<file path="src/include/batch_config.svh">
`ifndef BATCH_CONFIG_SVH
`define BATCH_CONFIG_SVH

// Batch geometry
`define BATCH_DEPTH 8
`define BATCH_DSR 6

// Datapath widths
`define BATCH_ACC_W 16
`define BATCH_OUT_W 14
`define BATCH_WEIGHT_W 6

// Register defaults after reset
`define BATCH_DECAY_DEF 2
`define BATCH_WEIGHT_DEF 4

`endif

</file>
<file path="src/source/batchPkg.sv">
`include "batch_config.svh"

package batchPkg;

    // One clkDS word of stream bits
    typedef logic [`BATCH_DSR-1:0] streamWordT;

    typedef logic signed [`BATCH_WEIGHT_W-1:0] weightT;

    // Recursion state and partial results
    typedef logic signed [`BATCH_ACC_W-1:0] accT;

    // Offset binary output word
    typedef logic [`BATCH_OUT_W-1:0] outT;

    typedef logic [$clog2(`BATCH_DEPTH)-1:0] wordIdxT;

    typedef logic [2:0] shiftT;

    // Role of a batch within the three-period rotation
    typedef enum logic [1:0] {
        FILL,
        COMPUTE,
        DRAIN
    } periodT;

endpackage

</file>
<file path="src/source/batchSequencer.sv">
`timescale 1ns/1ns
`include "batch_config.svh"

module batchSequencer import batchPkg::*; (
    input  logic    clkDS,
    input  logic    rst,
    input  logic    run,
    output wordIdxT writeIdx,
    output wordIdxT fwdIdx,
    output wordIdxT bwdIdx,
    output wordIdxT resFwdIdx,
    output wordIdxT resBwdIdx,
    output wordIdxT drainIdx,
    output logic    writeBank,
    output logic    readBank,
    output logic    resBank,
    output logic    drainBank,
    output logic    computeStart,
    output logic    resWriteEn,
    output logic    outValidRaw
);

    wordIdxT cnt;
    wordIdxT cntD1, cntD2, cntD3;
    logic bank, bankD1, bankD2, bankD3;
    periodT phase;
    logic [2:0] computePipe;
    logic [3:0] drainPipe;

    // Word counter, fill bank and batch rotation
    // Held at the start of batch 0 while run is low
    always_ff @(posedge clkDS or negedge rst) begin
        if (!rst) begin
            cnt <= '0;
            bank <= 1'b0;
            phase <= FILL;
        end else if (!run) begin
            cnt <= '0;
            bank <= 1'b0;
            phase <= FILL;
        end else if (cnt == wordIdxT'(`BATCH_DEPTH - 1)) begin
            cnt <= '0;
            bank <= ~bank;
            // Oldest batch in flight moves one role ahead and stays in DRAIN
            if (phase == FILL) begin
                phase <= COMPUTE;
            end else begin
                phase <= DRAIN;
            end
        end else begin
            cnt <= cnt + 1'b1;
        end
    end

    // Delayed copies that follow the store read, lookup and recursion stages
    always_ff @(posedge clkDS or negedge rst) begin
        if (!rst) begin
            cntD1 <= '0;
            cntD2 <= '0;
            cntD3 <= '0;
            bankD1 <= 1'b0;
            bankD2 <= 1'b0;
            bankD3 <= 1'b0;
        end else begin
            cntD1 <= cnt;
            cntD2 <= cntD1;
            cntD3 <= cntD2;
            bankD1 <= bank;
            bankD2 <= bankD1;
            bankD3 <= bankD2;
        end
    end

    // Data-is-real flags that clear whenever run drops
    always_ff @(posedge clkDS or negedge rst) begin
        if (!rst) begin
            computePipe <= '0;
            drainPipe <= '0;
        end else if (!run) begin
            computePipe <= '0;
            drainPipe <= '0;
        end else begin
            computePipe <= {computePipe[1:0], phase != FILL};
            drainPipe <= {drainPipe[2:0], phase == DRAIN};
        end
    end

    assign writeIdx = cnt;
    assign writeBank = bank;

    // Compute period reads the bank filled during the previous batch
    assign fwdIdx = cnt;
    assign bwdIdx = wordIdxT'(`BATCH_DEPTH - 1 - cnt);
    assign readBank = ~bank;

    // Index 0 of a batch reaches the recursion two cycles after its read
    assign computeStart = computePipe[1] && (cntD2 == '0);

    // Results land three cycles after the read in the bank that was read
    assign resFwdIdx = cntD3;
    assign resBwdIdx = wordIdxT'(`BATCH_DEPTH - 1 - cntD3);
    assign resBank = ~bankD3;
    assign resWriteEn = computePipe[2];

    // Drain walks the results of two batches back in word order
    assign drainIdx = cntD3;
    assign drainBank = bankD3;
    assign outValidRaw = drainPipe[3] && run;

    // Drained words only while the compute pipeline is also writing results
    drainAfterCompute: assert property (@(posedge clkDS) disable iff (!rst)
        outValidRaw |-> resWriteEn);

endmodule

</file>
<file path="src/source/sampleStore.sv">
`timescale 1ns/1ns
`include "batch_config.svh"

module sampleStore import batchPkg::*; (
    input  logic       clkDS,
    input  logic       writeBank,
    input  wordIdxT    writeIdx,
    input  streamWordT inWord,
    input  logic       readBank,
    input  wordIdxT    fwdIdx,
    input  wordIdxT    bwdIdx,
    output streamWordT fwdWord,
    output streamWordT bwdWord
);

    // Two banks, one filling while the other is being read
    streamWordT mem [2][`BATCH_DEPTH];

    always_ff @(posedge clkDS) begin
        mem[writeBank][writeIdx] <= inWord;
    end

    // Forward and backward recursions read the same bank from opposite ends
    always_ff @(posedge clkDS) begin
        fwdWord <= mem[readBank][fwdIdx];
        bwdWord <= mem[readBank][bwdIdx];
    end

endmodule

</file>
<file path="src/source/coeffRegs.sv">
`timescale 1ns/1ns
`include "batch_config.svh"

module coeffRegs import batchPkg::*; (
    input  logic       clkDS,
    input  logic       rst,
    input  logic       cfgWrite,
    input  logic [2:0] cfgAddr,
    input  weightT     cfgData,
    output weightT     weights [`BATCH_DSR],
    output shiftT      decayShift
);

    // Address map: one tap weight per stream bit, then the decay shift
    always_ff @(posedge clkDS or negedge rst) begin
        if (!rst) begin
            for (int i = 0; i < `BATCH_DSR; i++) begin
                weights[i] <= weightT'(`BATCH_WEIGHT_DEF);
            end
            decayShift <= shiftT'(`BATCH_DECAY_DEF);
        end else if (cfgWrite) begin
            if (cfgAddr < `BATCH_DSR) begin
                weights[cfgAddr] <= cfgData;
            end else if (cfgAddr == `BATCH_DSR) begin
                // Low bits only
                decayShift <= cfgData[2:0];
            end
        end
    end

endmodule

</file>
<file path="src/source/tapLookup.sv">
`timescale 1ns/1ns
`include "batch_config.svh"

module tapLookup import batchPkg::*; (
    input  logic       clkDS,
    input  weightT     weights [`BATCH_DSR],
    input  streamWordT fwdWord,
    input  streamWordT bwdWord,
    output accT        fwdX,
    output accT        bwdX
);

    // Each bit adds its weight when set and subtracts it when clear
    function automatic accT weightedSum(input streamWordT word, input weightT w [`BATCH_DSR]);
        accT sum;
        sum = '0;
        for (int i = 0; i < `BATCH_DSR; i++) begin
            if (word[i]) begin
                sum = sum + accT'(w[i]);
            end else begin
                sum = sum - accT'(w[i]);
            end
        end
        return sum;
    endfunction

    accT fwdSum;
    accT bwdSum;

    assign fwdSum = weightedSum(fwdWord, weights);
    assign bwdSum = weightedSum(bwdWord, weights);

    // One register stage for both directions
    always_ff @(posedge clkDS) begin
        fwdX <= fwdSum;
        bwdX <= bwdSum;
    end

endmodule

</file>
<file path="src/source/recursionUnit.sv">
`timescale 1ns/1ns
`include "batch_config.svh"

module recursionUnit import batchPkg::*; (
    input  logic  clkDS,
    input  logic  rst,
    input  logic  computeStart,
    input  accT   x,
    input  shiftT decayShift,
    output accT   result
);

    accT prevState;
    accT leak;
    logic signed [`BATCH_ACC_W:0] nextWide;

    // Fresh start at index 0 of every batch
    assign prevState = computeStart ? '0 : result;

    // State decays by a power of two each step
    assign leak = prevState >>> decayShift;

    // One guard bit to watch for overflow
    assign nextWide = (`BATCH_ACC_W + 1)'(prevState)
        - (`BATCH_ACC_W + 1)'(leak)
        + (`BATCH_ACC_W + 1)'(x);

    always_ff @(posedge clkDS or negedge rst) begin
        if (!rst) begin
            result <= '0;
        end else begin
            result <= nextWide[`BATCH_ACC_W-1:0];
        end
    end

    // Weights and decay must keep the steady state inside the accumulator
    noWrap: assert property (@(posedge clkDS) disable iff (!rst)
        !$isunknown(nextWide) |-> (nextWide[`BATCH_ACC_W] == nextWide[`BATCH_ACC_W-1]));

endmodule

</file>
<file path="src/source/partialStore.sv">
`timescale 1ns/1ns
`include "batch_config.svh"

module partialStore import batchPkg::*; (
    input  logic    clkDS,
    input  logic    writeEn,
    input  logic    writeBank,
    input  wordIdxT writeIdx,
    input  accT     result,
    input  logic    drainBank,
    input  wordIdxT drainIdx,
    output accT     drainData
);

    // Ping-pong banks: one collects results while the other drains
    accT mem [2][`BATCH_DEPTH];

    always_ff @(posedge clkDS) begin
        if (writeEn) begin
            mem[writeBank][writeIdx] <= result;
        end
    end

    // Address arrives one cycle ahead of the combiner
    always_ff @(posedge clkDS) begin
        drainData <= mem[drainBank][drainIdx];
    end

endmodule

</file>
<file path="src/source/resultCombiner.sv">
`timescale 1ns/1ns
`include "batch_config.svh"

module resultCombiner import batchPkg::*; (
    input  logic clkDS,
    input  logic rst,
    input  accT  fwdData,
    input  accT  bwdData,
    input  logic validIn,
    output outT  outData,
    output logic outValid
);

    logic signed [`BATCH_ACC_W:0] sum;
    outT satSum;

    assign sum = (`BATCH_ACC_W + 1)'(fwdData) + (`BATCH_ACC_W + 1)'(bwdData);

    // Clamp to the signed output range
    always_comb begin
        if (sum > (2 ** (`BATCH_OUT_W - 1)) - 1) begin
            satSum = {1'b0, {(`BATCH_OUT_W - 1){1'b1}}};
        end else if (sum < -(2 ** (`BATCH_OUT_W - 1))) begin
            satSum = {1'b1, {(`BATCH_OUT_W - 1){1'b0}}};
        end else begin
            satSum = sum[`BATCH_OUT_W-1:0];
        end
    end

    // Offset binary by flipping the sign bit
    always_ff @(posedge clkDS) begin
        outData <= {~satSum[`BATCH_OUT_W-1], satSum[`BATCH_OUT_W-2:0]};
    end

    always_ff @(posedge clkDS or negedge rst) begin
        if (!rst) begin
            outValid <= 1'b0;
        end else begin
            outValid <= validIn;
        end
    end

    // Both partial stores must have been written for every drained word
    knownOut: assert property (@(posedge clkDS) disable iff (!rst)
        outValid |-> !$isunknown(outData));

endmodule

</file>
<file path="src/source/batchFilterTop.sv">
`timescale 1ns/1ns
`include "batch_config.svh"

module batchFilterTop import batchPkg::*; (
    input  logic       clkDS,
    input  logic       rst,
    input  logic       run,
    input  streamWordT inWord,
    input  logic       cfgWrite,
    input  logic [2:0] cfgAddr,
    input  weightT     cfgData,
    output outT        outData,
    output logic       outValid
);

    wordIdxT writeIdx, fwdIdx, bwdIdx, resFwdIdx, resBwdIdx, drainIdx;
    logic writeBank, readBank, resBank, drainBank;
    logic computeStart, resWriteEn, outValidRaw;
    streamWordT fwdWord, bwdWord;
    weightT weights [`BATCH_DSR];
    shiftT decayShift;
    accT fwdX, bwdX, fwdResult, bwdResult, fwdDrain, bwdDrain;

    batchSequencer sequencer (
        .clkDS(clkDS), .rst(rst), .run(run),
        .writeIdx(writeIdx), .fwdIdx(fwdIdx), .bwdIdx(bwdIdx),
        .resFwdIdx(resFwdIdx), .resBwdIdx(resBwdIdx), .drainIdx(drainIdx),
        .writeBank(writeBank), .readBank(readBank), .resBank(resBank),
        .drainBank(drainBank), .computeStart(computeStart),
        .resWriteEn(resWriteEn), .outValidRaw(outValidRaw)
    );

    sampleStore samples (
        .clkDS(clkDS), .writeBank(writeBank), .writeIdx(writeIdx), .inWord(inWord),
        .readBank(readBank), .fwdIdx(fwdIdx), .bwdIdx(bwdIdx),
        .fwdWord(fwdWord), .bwdWord(bwdWord)
    );

    coeffRegs coeffs (
        .clkDS(clkDS), .rst(rst), .cfgWrite(cfgWrite), .cfgAddr(cfgAddr),
        .cfgData(cfgData), .weights(weights), .decayShift(decayShift)
    );

    tapLookup lookup (
        .clkDS(clkDS), .weights(weights), .fwdWord(fwdWord), .bwdWord(bwdWord),
        .fwdX(fwdX), .bwdX(bwdX)
    );

    recursionUnit fwdRec (
        .clkDS(clkDS), .rst(rst), .computeStart(computeStart), .x(fwdX),
        .decayShift(decayShift), .result(fwdResult)
    );

    recursionUnit bwdRec (
        .clkDS(clkDS), .rst(rst), .computeStart(computeStart), .x(bwdX),
        .decayShift(decayShift), .result(bwdResult)
    );

    // Backward results go to their own word index so both drain in word order
    partialStore fwdStore (
        .clkDS(clkDS), .writeEn(resWriteEn), .writeBank(resBank), .writeIdx(resFwdIdx),
        .result(fwdResult), .drainBank(drainBank), .drainIdx(drainIdx),
        .drainData(fwdDrain)
    );

    partialStore bwdStore (
        .clkDS(clkDS), .writeEn(resWriteEn), .writeBank(resBank), .writeIdx(resBwdIdx),
        .result(bwdResult), .drainBank(drainBank), .drainIdx(drainIdx),
        .drainData(bwdDrain)
    );

    resultCombiner combiner (
        .clkDS(clkDS), .rst(rst), .fwdData(fwdDrain), .bwdData(bwdDrain),
        .validIn(outValidRaw), .outData(outData), .outValid(outValid)
    );

endmodule

</file>
<file path="config.mk">
export PLATFORM = sky130hd
export DESIGN_NAME = batchFilterTop
export DESIGN_NICKNAME = d
export VERILOG_FILES = /design/src/source/batchPkg.sv /design/src/source/batchSequencer.sv /design/src/source/sampleStore.sv /design/src/source/coeffRegs.sv /design/src/source/tapLookup.sv /design/src/source/recursionUnit.sv /design/src/source/partialStore.sv /design/src/source/resultCombiner.sv /design/src/source/batchFilterTop.sv
export VERILOG_INCLUDE_DIRS = /design/src /design/src/include
export SDC_FILE = /design/constraint.sdc
export NUM_CORES = 1
export LEC_CHECK = 0
export BUFFER_PORTS_ARGS = -buffer_cell sky130_fd_sc_hd__buf_2
export CAP_MARGIN = 20
export CORE_MARGIN = 2
export CORE_UTILIZATION = 55
export CTS_CLUSTER_DIAMETER = 80
export DETAILED_ROUTE_END_ITERATION = 7
export GPL_ROUTABILITY_DRIVEN = 1
export PLACE_DENSITY = 0.71
export SLEW_MARGIN = 10
export SYNTH_ARGS = -nofsm -noshare
export SYNTH_HDL_FRONTEND = slang
export SYNTH_SLANG_ARGS = --single-unit
</file>
<file path="constraint.sdc">
create_clock -name clkDS -period 9.5 [get_ports clkDS]
set_clock_uncertainty 0.2 [all_clocks]
set_input_delay 0.95 -clock clkDS [delete_from_list [all_inputs] [get_ports clkDS]]
set_output_delay 0.95 -clock clkDS [all_outputs]
set_load 0.02 [all_outputs]
</file>
==> impl_metrics.yaml, run 1 <==
die:
  die-area_um2: 74750
  rows: 98
  fp.dieH_um: 273.4
  core_um2: 71730
  io_pins: 34
  die_x_um: 273.4
  start_util: 0.5565
worst_setup_path:
  crit_fanout: 12
  end_kind: "register"
  timing.critical_path.mode_cell: "ha_1"
  crit_type: "reg -> reg"
  start_kind: "register"
  arrival_ns: 7.94
  required_ns: 9.79
  slowest_delay_ns: 0.53
  cp_slowest_cell: "or4b_4"
yosys:
  synth-seq-cells: 794
  async_flop_share: 0.1222
  synth_edf_count: 608
  seq_area_frac_synth: 0.5630
  synthCells: 2940
  synth.avg_cell_area_um2: 13.58
  netlist_area_um2: 39920
  synth_ff_type: "edfxtp_1"
  syn_nets: 3211
  synth_warnings: 0
  ys_types: 82
clocking:
  cts-root-buf: "clkbuf_16"
  path_clk_slew_ns: 0.06
  ctsResizeCount: 0
  clockBufferDepth: 3
  clock_sinks: 794
  htreeDepth: 3
  cts_inserted_buffers: 82
  hold_buffers: 1
  cts_tree: "yes"
  cts_setup_buffers: 0
  clk_latency_ns: 0.65
timing:
  finalSetupTns_ns: 0
  setup_viol: 0
  rsz0062_at_grt: "false"
  timing.fmax_mhz: 130.8
  tightestPinTransition_ns: 1.122
  post-route-min-period_ns: 7.646
  post-route-period-util: 0.8049
  drv_slew: 0
  hold_viol: 0
  slew_headroom: 0.2519
outcome:
  status: "completed"
detailed_routing:
  num_vias: 24552
  antenna_left: 0
  post-route-drc-count: 0
  routedWlPerCell_um: 23.02
  drtPass1Iterations: 5
  drt_iter0_drc: 2180
  routed_via_density: 6.117
  wl_mm: 92.42
grt:
  grt_max_degree: 104
  grt_overflow_total: 0
  grt_usage: 0.2503
  grt_pass1_vias: 24656
  grt_pass1_wl_mm: 142.0
  antenna_found_initial: 0
cells_and_area:
  layout-area-overhead-vs-synth_pct: 10.91
  final_nets: 3265
  drive_above_1_share: 0.1557
placed_design:
  post-dp-hpwl_mm: 61.96
  gp_congestion: 0.9099
  port_buffers: 33
min_path:
  hold_path_class: "reg -> reg"
run:
  max-cap-violations: 0
[flip-flops by register name (all words and copies together) (netlist names), 14 cells and up]
| register | cells |
|---|---|
| fwdRec.result | 16 |
| samples.mem | 96 |
| bwdStore.drainData | 16 |
| combiner.outData | 14 |
| lookup.bwdX | 15 |
| lookup.fwdX | 16 |
| fwdStore.drainData | 16 |
| fwdStore.mem | 256 |
| coeffs.weights | 36 |
| bwdRec.result | 16 |
| bwdStore.mem | 256 |
[layout by cell type, fill, tap and decap left out, types with 41 or more instances in the layout]
cell type	n
edfxtp_1	608
ha_1	211
nor2_1	193
nand2_1	170
mux4_2	163
o21ai_0	162
inv_1	150
a21oi_1	150
xnor2_1	136
dfxtp_1	89
dfrtp_1	85
clkbuf_16	83
xor2_1	76
mux2i_1	68
nor3_1	49
o22ai_1	48
mux2_2	47
fa_1	41
[synthesized netlist by cell type, types with 7 or more instances]
cell / count / share of area
dfrtp_1: 90 / 0.056
nor3_1: 53 / 0.0066
and3_1: 12 / 0.0019
dfstp_2: 7 / 0.0046
nor3b_1: 7 / 0.0013
xor2_1: 76 / 0.017
o211ai_1: 15 / 0.0028
a31o_2: 8 / 0.0018
buf_1: 18 / 0.0017
a211oi_1: 16 / 0.0030
a31oi_1: 20 / 0.0031
o21ai_0: 162 / 0.020
inv_1: 150 / 0.014
a21oi_1: 150 / 0.019
o41ai_1: 8 / 0.0018
dfxtp_1: 89 / 0.045
nand2b_1: 11 / 0.0017
mux4_2: 163 / 0.092
mux2_2: 47 / 0.013
a21o_1: 39 / 0.0073
edfxtp_1: 608 / 0.46
nand3_1: 30 / 0.0038
nor2b_1: 17 / 0.0027
o22ai_1: 48 / 0.0075
o21a_1: 11 / 0.0021
nand2_1: 170 / 0.016
ha_1: 211 / 0.066
or4_1: 14 / 0.0026
xnor2_1: 136 / 0.030
o21bai_1: 25 / 0.0047
nor2_1: 205 / 0.019
or2_2: 10 / 0.0016
clkbuf_1: 76 / 0.0071
fa_1: 41 / 0.021
nand3b_1: 10 / 0.0019
mux2i_1: 68 / 0.017
and2_1: 27 / 0.0042
a21boi_0: 8 / 0.0015
[routing by layer]
metal	routed length (µm)	up-vias	GRT usage
met5	0	-	0
met4	2763	0	0.07765
met3	5612	190	0.03368
met2	46790	927	0.4343
met1	37250	12199	0.3283
li1	-	11236	-
[final timing paths]
kind / start / cells past startpoint / slack [ns] / end
min in group asynchronous: rst / 2 / 0.46 / coeffs.weights[25]$_DFFE_PN0P_
worst max-delay path: coeffs.weights[30]$_DFFE_PN0P_ / 30 / 1.85 / lookup.fwdX[15]$_DFF_P_
worst min register to register: sequencer.bankD2$_DFF_PN0_ / 0 / 0.16 / sequencer.drainBank$_DFF_PN0_
max in group asynchronous: rst / 4 / 7.05 / sequencer.drainIdx[0]$_DFF_PN0_
worst min-delay path: sequencer.bankD2$_DFF_PN0_ / 0 / 0.16 / sequencer.drainBank$_DFF_PN0_
worst max register to register: coeffs.weights[30]$_DFFE_PN0P_ / 30 / 1.85 / lookup.fwdX[15]$_DFF_P_
[area by class of cell]
class / count / area (µm²)
clock inverter: 44 / 669.4
tap: 950 / 1189
antenna: 1 / 2.502
fill: 5256 / 27460
timing repair buffer: 68 / 440.4
sequential: 794 / 22490
inverter: 153 / 576.8
multi-input combinational: 1895 / 16590
clock buffer: 109 / 2315
[through the flow]
stage	instances	util	worst slack (ns)	cell area, µm²	hold slack, ns
after floorplan	2940	-	2.880	39920	0.1312
after global placement	3856	0.5751	2.235	41250	0.1316
after detailed placement	3857	0.5752	1.968	41260	0.1370
after CTS	4011	0.6170	1.905	44250	0.1585
after global routing	4013	0.6172	1.295	44270	0.1606
final	4014	0.6172	1.854	44270	0.1551
[cells by family after synthesis]
kind of cell | synth area share
and+or+nand+nor | 0.06908
adders and majority gates | 0.08670
buffers and inverters | 0.02432
muxes | 0.1223
xor gates and xnor gates | 0.04833
DFF | 0.5630
AOI/OAI and AO/OA | 0.08626
[critical path: cells and delay by family (launching register included)]
kind,cells,cell delay [ns]
buffers and inverters,2,0.21
adder cells (fa/ha/maj),6,2.00
XOR/XNOR,5,0.84
AND/OR/NAND/NOR,5,1.15
AO/OA/AOI/OAI,12,2.69
flip-flops,1,0.40
Power of run 1 is not shown: default switching activity piles up to over one toggle a cycle in this logic, so the estimate is an artifact.
==> run 2: changes to the inputs <==
--- a/config.mk
+++ b/config.mk
@@ -6,6 +6,7 @@
 export SDC_FILE = /design/constraint.sdc
 export NUM_CORES = 1
 export LEC_CHECK = 0
+export ABC_AREA = 1
 export BUFFER_PORTS_ARGS = -buffer_cell sky130_fd_sc_hd__buf_2
 export CAP_MARGIN = 20
 export CORE_MARGIN = 2
==> constraint.sdc (replaced) <==
create_clock -name clkDS -period 7.79 [get_ports clkDS]
set_clock_uncertainty 0.2 [all_clocks]
set_input_delay 0.779 -clock clkDS [delete_from_list [all_inputs] [get_ports clkDS]]
set_output_delay 0.779 -clock clkDS [all_outputs]
set_load 0.02 [all_outputs]
==> run 2 against run 1 <==
First-iteration DRC count is 29% higher; via count grew 22%; critical path type unchanged; final cell count increased by 31%; non-clock buffer count up 10; highest routed layer unchanged; die area is 2.5% higher; worst setup slack lost 1.3 ns.
==> impl_metrics.yaml, run 2 <==
clocking:
  clock_sinks: 794
  cts_tree: "yes"
  cts_inserted_buffers: 80
  clockBufferDepth: 3
  clk_latency_ns: 0.64
  htreeDepth: 3
  path_clk_slew_ns: 0.06
  cts-root-buf: "clkbuf_16"
detailed_routing:
  num_vias: 29970
  drtPass1Iterations: 7
  antenna_left: 0
  post-route-drc-count: 0
  drt_iter0_drc: 2811
  routedWlPerCell_um: 18.85
  routed_via_density: 5.698
  wl_mm: 99.14
die:
  io_pins: 34
  die_x_um: 276.9
  start_util: 0.5528
  fp.dieH_um: 276.9
  rows: 100
  core_um2: 74070
  die-area_um2: 76650
min_path:
  hold_path_class: "reg -> reg"
placed_design:
  placed_area_um2: 42170
  post-dp-hpwl_mm: 64.94
  dp_cells: 5106
  gp_congestion: 0.9064
  place_ws_ns: 0.3716
  port_buffers: 33
timing:
  rsz0062_at_grt: "true"
  post-route-period-util: 0.9232
  hold_viol: 0
  tightestPinTransition_ns: 1.096
  post-route-min-period_ns: 7.192
  drv_slew: 0
  setup_viol: 0
  slew_headroom: 0.2656
  timing.fmax_mhz: 139.0
  layout_setup_ws_ns: 0.5982
worst_setup_path:
  start_kind: "register"
  slowest_delay_ns: 0.55
  arrival_ns: 7.49
  cp_slowest_cell: "fa_1"
  crit_type: "reg -> reg"
  required_ns: 8.09
  end_kind: "register"
  crit_fanout: 5
  timing.critical_path.mode_cell: "nand2_1"
yosys:
  synth_edf_count: 608
  syn_nets: 4488
  synth_top_area_share: 0.4459
  synthCells: 4217
  yosysMostFrequentCell: "nand2_1"
  seq_area_frac_synth: 0.5489
  ys_types: 54
  synth_warnings: 0
  netlist_area_um2: 40950
  synth_ff_type: "edfxtp_1"
  synth-seq-cells: 794
  netlist_top_cells_count: "nand2_1, edfxtp_1, o21ai_0"
  synth.avg_cell_area_um2: 9.710
  async_flop_share: 0.1222
  yosysTopAreaCell: "edfxtp_1"
  yosys-top-cells-area: "edfxtp_1, nand2_1, ha_1"
cells_and_area:
  reg_top3: "bwdStore.mem: 256 flops, fwdStore.mem: 256 flops, samples.mem: 96 flops"
  final_common_cell: "nand2_1"
  final_cell_mix: "nand2_1, edfxtp_1, o21ai_0"
  final_nets: 4494
  layout-area-overhead-vs-synth_pct: 10.11
  drive_above_1_share: 0.06782
  final_cells: 5260
  final_core_util: 0.6087
  fin_area_um2: 45090
  antennaDiodeCount: 0
grt:
  grt_usage: 0.2562
  grt_max_degree: 105
  grt_overflow_total: 0
  antenna_found_initial: 0
  grt_pass1_vias: 28439
  grt_pass1_wl_mm: 154.5
outcome:
  status: "completed"
run:
  max-cap-violations: 0
==> run 2: cell types whose count changed in the layout (fill, tap and decap cells not counted), sizes merged, moves of 116 or more <==
| cell | change |
|---|---|
| nand2 | +622 |
| o21ai | +323 |
| inv | +277 |
| nor2 | +188 |
| mux4 | -163 |
| a21oi | +116 |
==> run 2: area by class of cell <==
type,instances,area [µm²]
Multi-Input combinational cell,2832,16470
Clock inverter,43,520.5
Tap cell,969,1212
Timing Repair Buffer,78,525.5
Inverter,437,1647
Clock buffer,107,2225
Fill cell,6059,28990
Sequential cell,794,22480
==> run 2: final timing paths <==
path / from / to / slack, ns / depth (start not counted)
min in group asynchronous: rst / fwdRec.result[14]$_DFF_PN0_ / 0.38 / 2
worst min register to register: sequencer.cntD1[0]$_DFF_PN0_ / sequencer.cntD2[0]$_DFF_PN0_ / 0.15 / 0
worst max-delay path: coeffs.weights[31]$_DFFE_PN0P_ / lookup.fwdX[15]$_DFF_P_ / 0.60 / 43
worst max register to register: coeffs.weights[31]$_DFFE_PN0P_ / lookup.fwdX[15]$_DFF_P_ / 0.60 / 43
max in group asynchronous: rst / coeffs.weights[26]$_DFFE_PN1P_ / 6.00 / 4
worst min-delay path: sequencer.cntD1[0]$_DFF_PN0_ / sequencer.cntD2[0]$_DFF_PN0_ / 0.15 / 0
==> run 2: routing by layer <==
| metal | vias to the layer above | global-route usage | routed length, µm |
|---|---|---|---|
| met4 | 0 | 0.09225 | 3307 |
| met1 | 14283 | 0.3265 | 40440 |
| met3 | 194 | 0.02961 | 5554 |
| li1 | 14536 | - | - |
| met2 | 957 | 0.4517 | 49840 |
| met5 | - | 0 | 0 |
==> run 2: timing repair <==
action / CTS / global route
hold endpoints to repair: 20 / 0
setup endpoints to repair: 0 / 3
buffers inserted: 0 / 1
gates resized for setup: 0 / 28
hold buffers: 1 / 0
==> run 2: critical path: cells and delay by family, from the launching register on <==
family,cells,cell delay [ns]
buffers and inverters,6,0.39
XOR/XNOR,4,0.58
AND/OR/NAND/NOR,15,1.20
flip-flops,1,0.41
adder cells (fa/ha/maj),6,2.19
AO/OA/AOI/OAI,12,2.08
==> run 2: kinds of logic after synthesis <==
kind of cell,share of synthesized area
AND/OR/NAND/NOR,0.1389
AO/OA/AOI/OAI,0.1327
flip-flops,0.5489
buffers and inverters,0.05436
adder cells (fa/ha/maj),0.08452
XOR/XNOR,0.03893
multiplexers,0.001711
==> run 2: through the flow <==
stage               hold slack [ns]  setup TNS (ns)
floorplan                    0.1312               0
global placement             0.1315               0
detailed placement           0.1347               0
CTS                          0.1478               0
global route                 0.1569        -0.06028
finish                       0.1473               0
Power of run 2 is left out for the same reason.
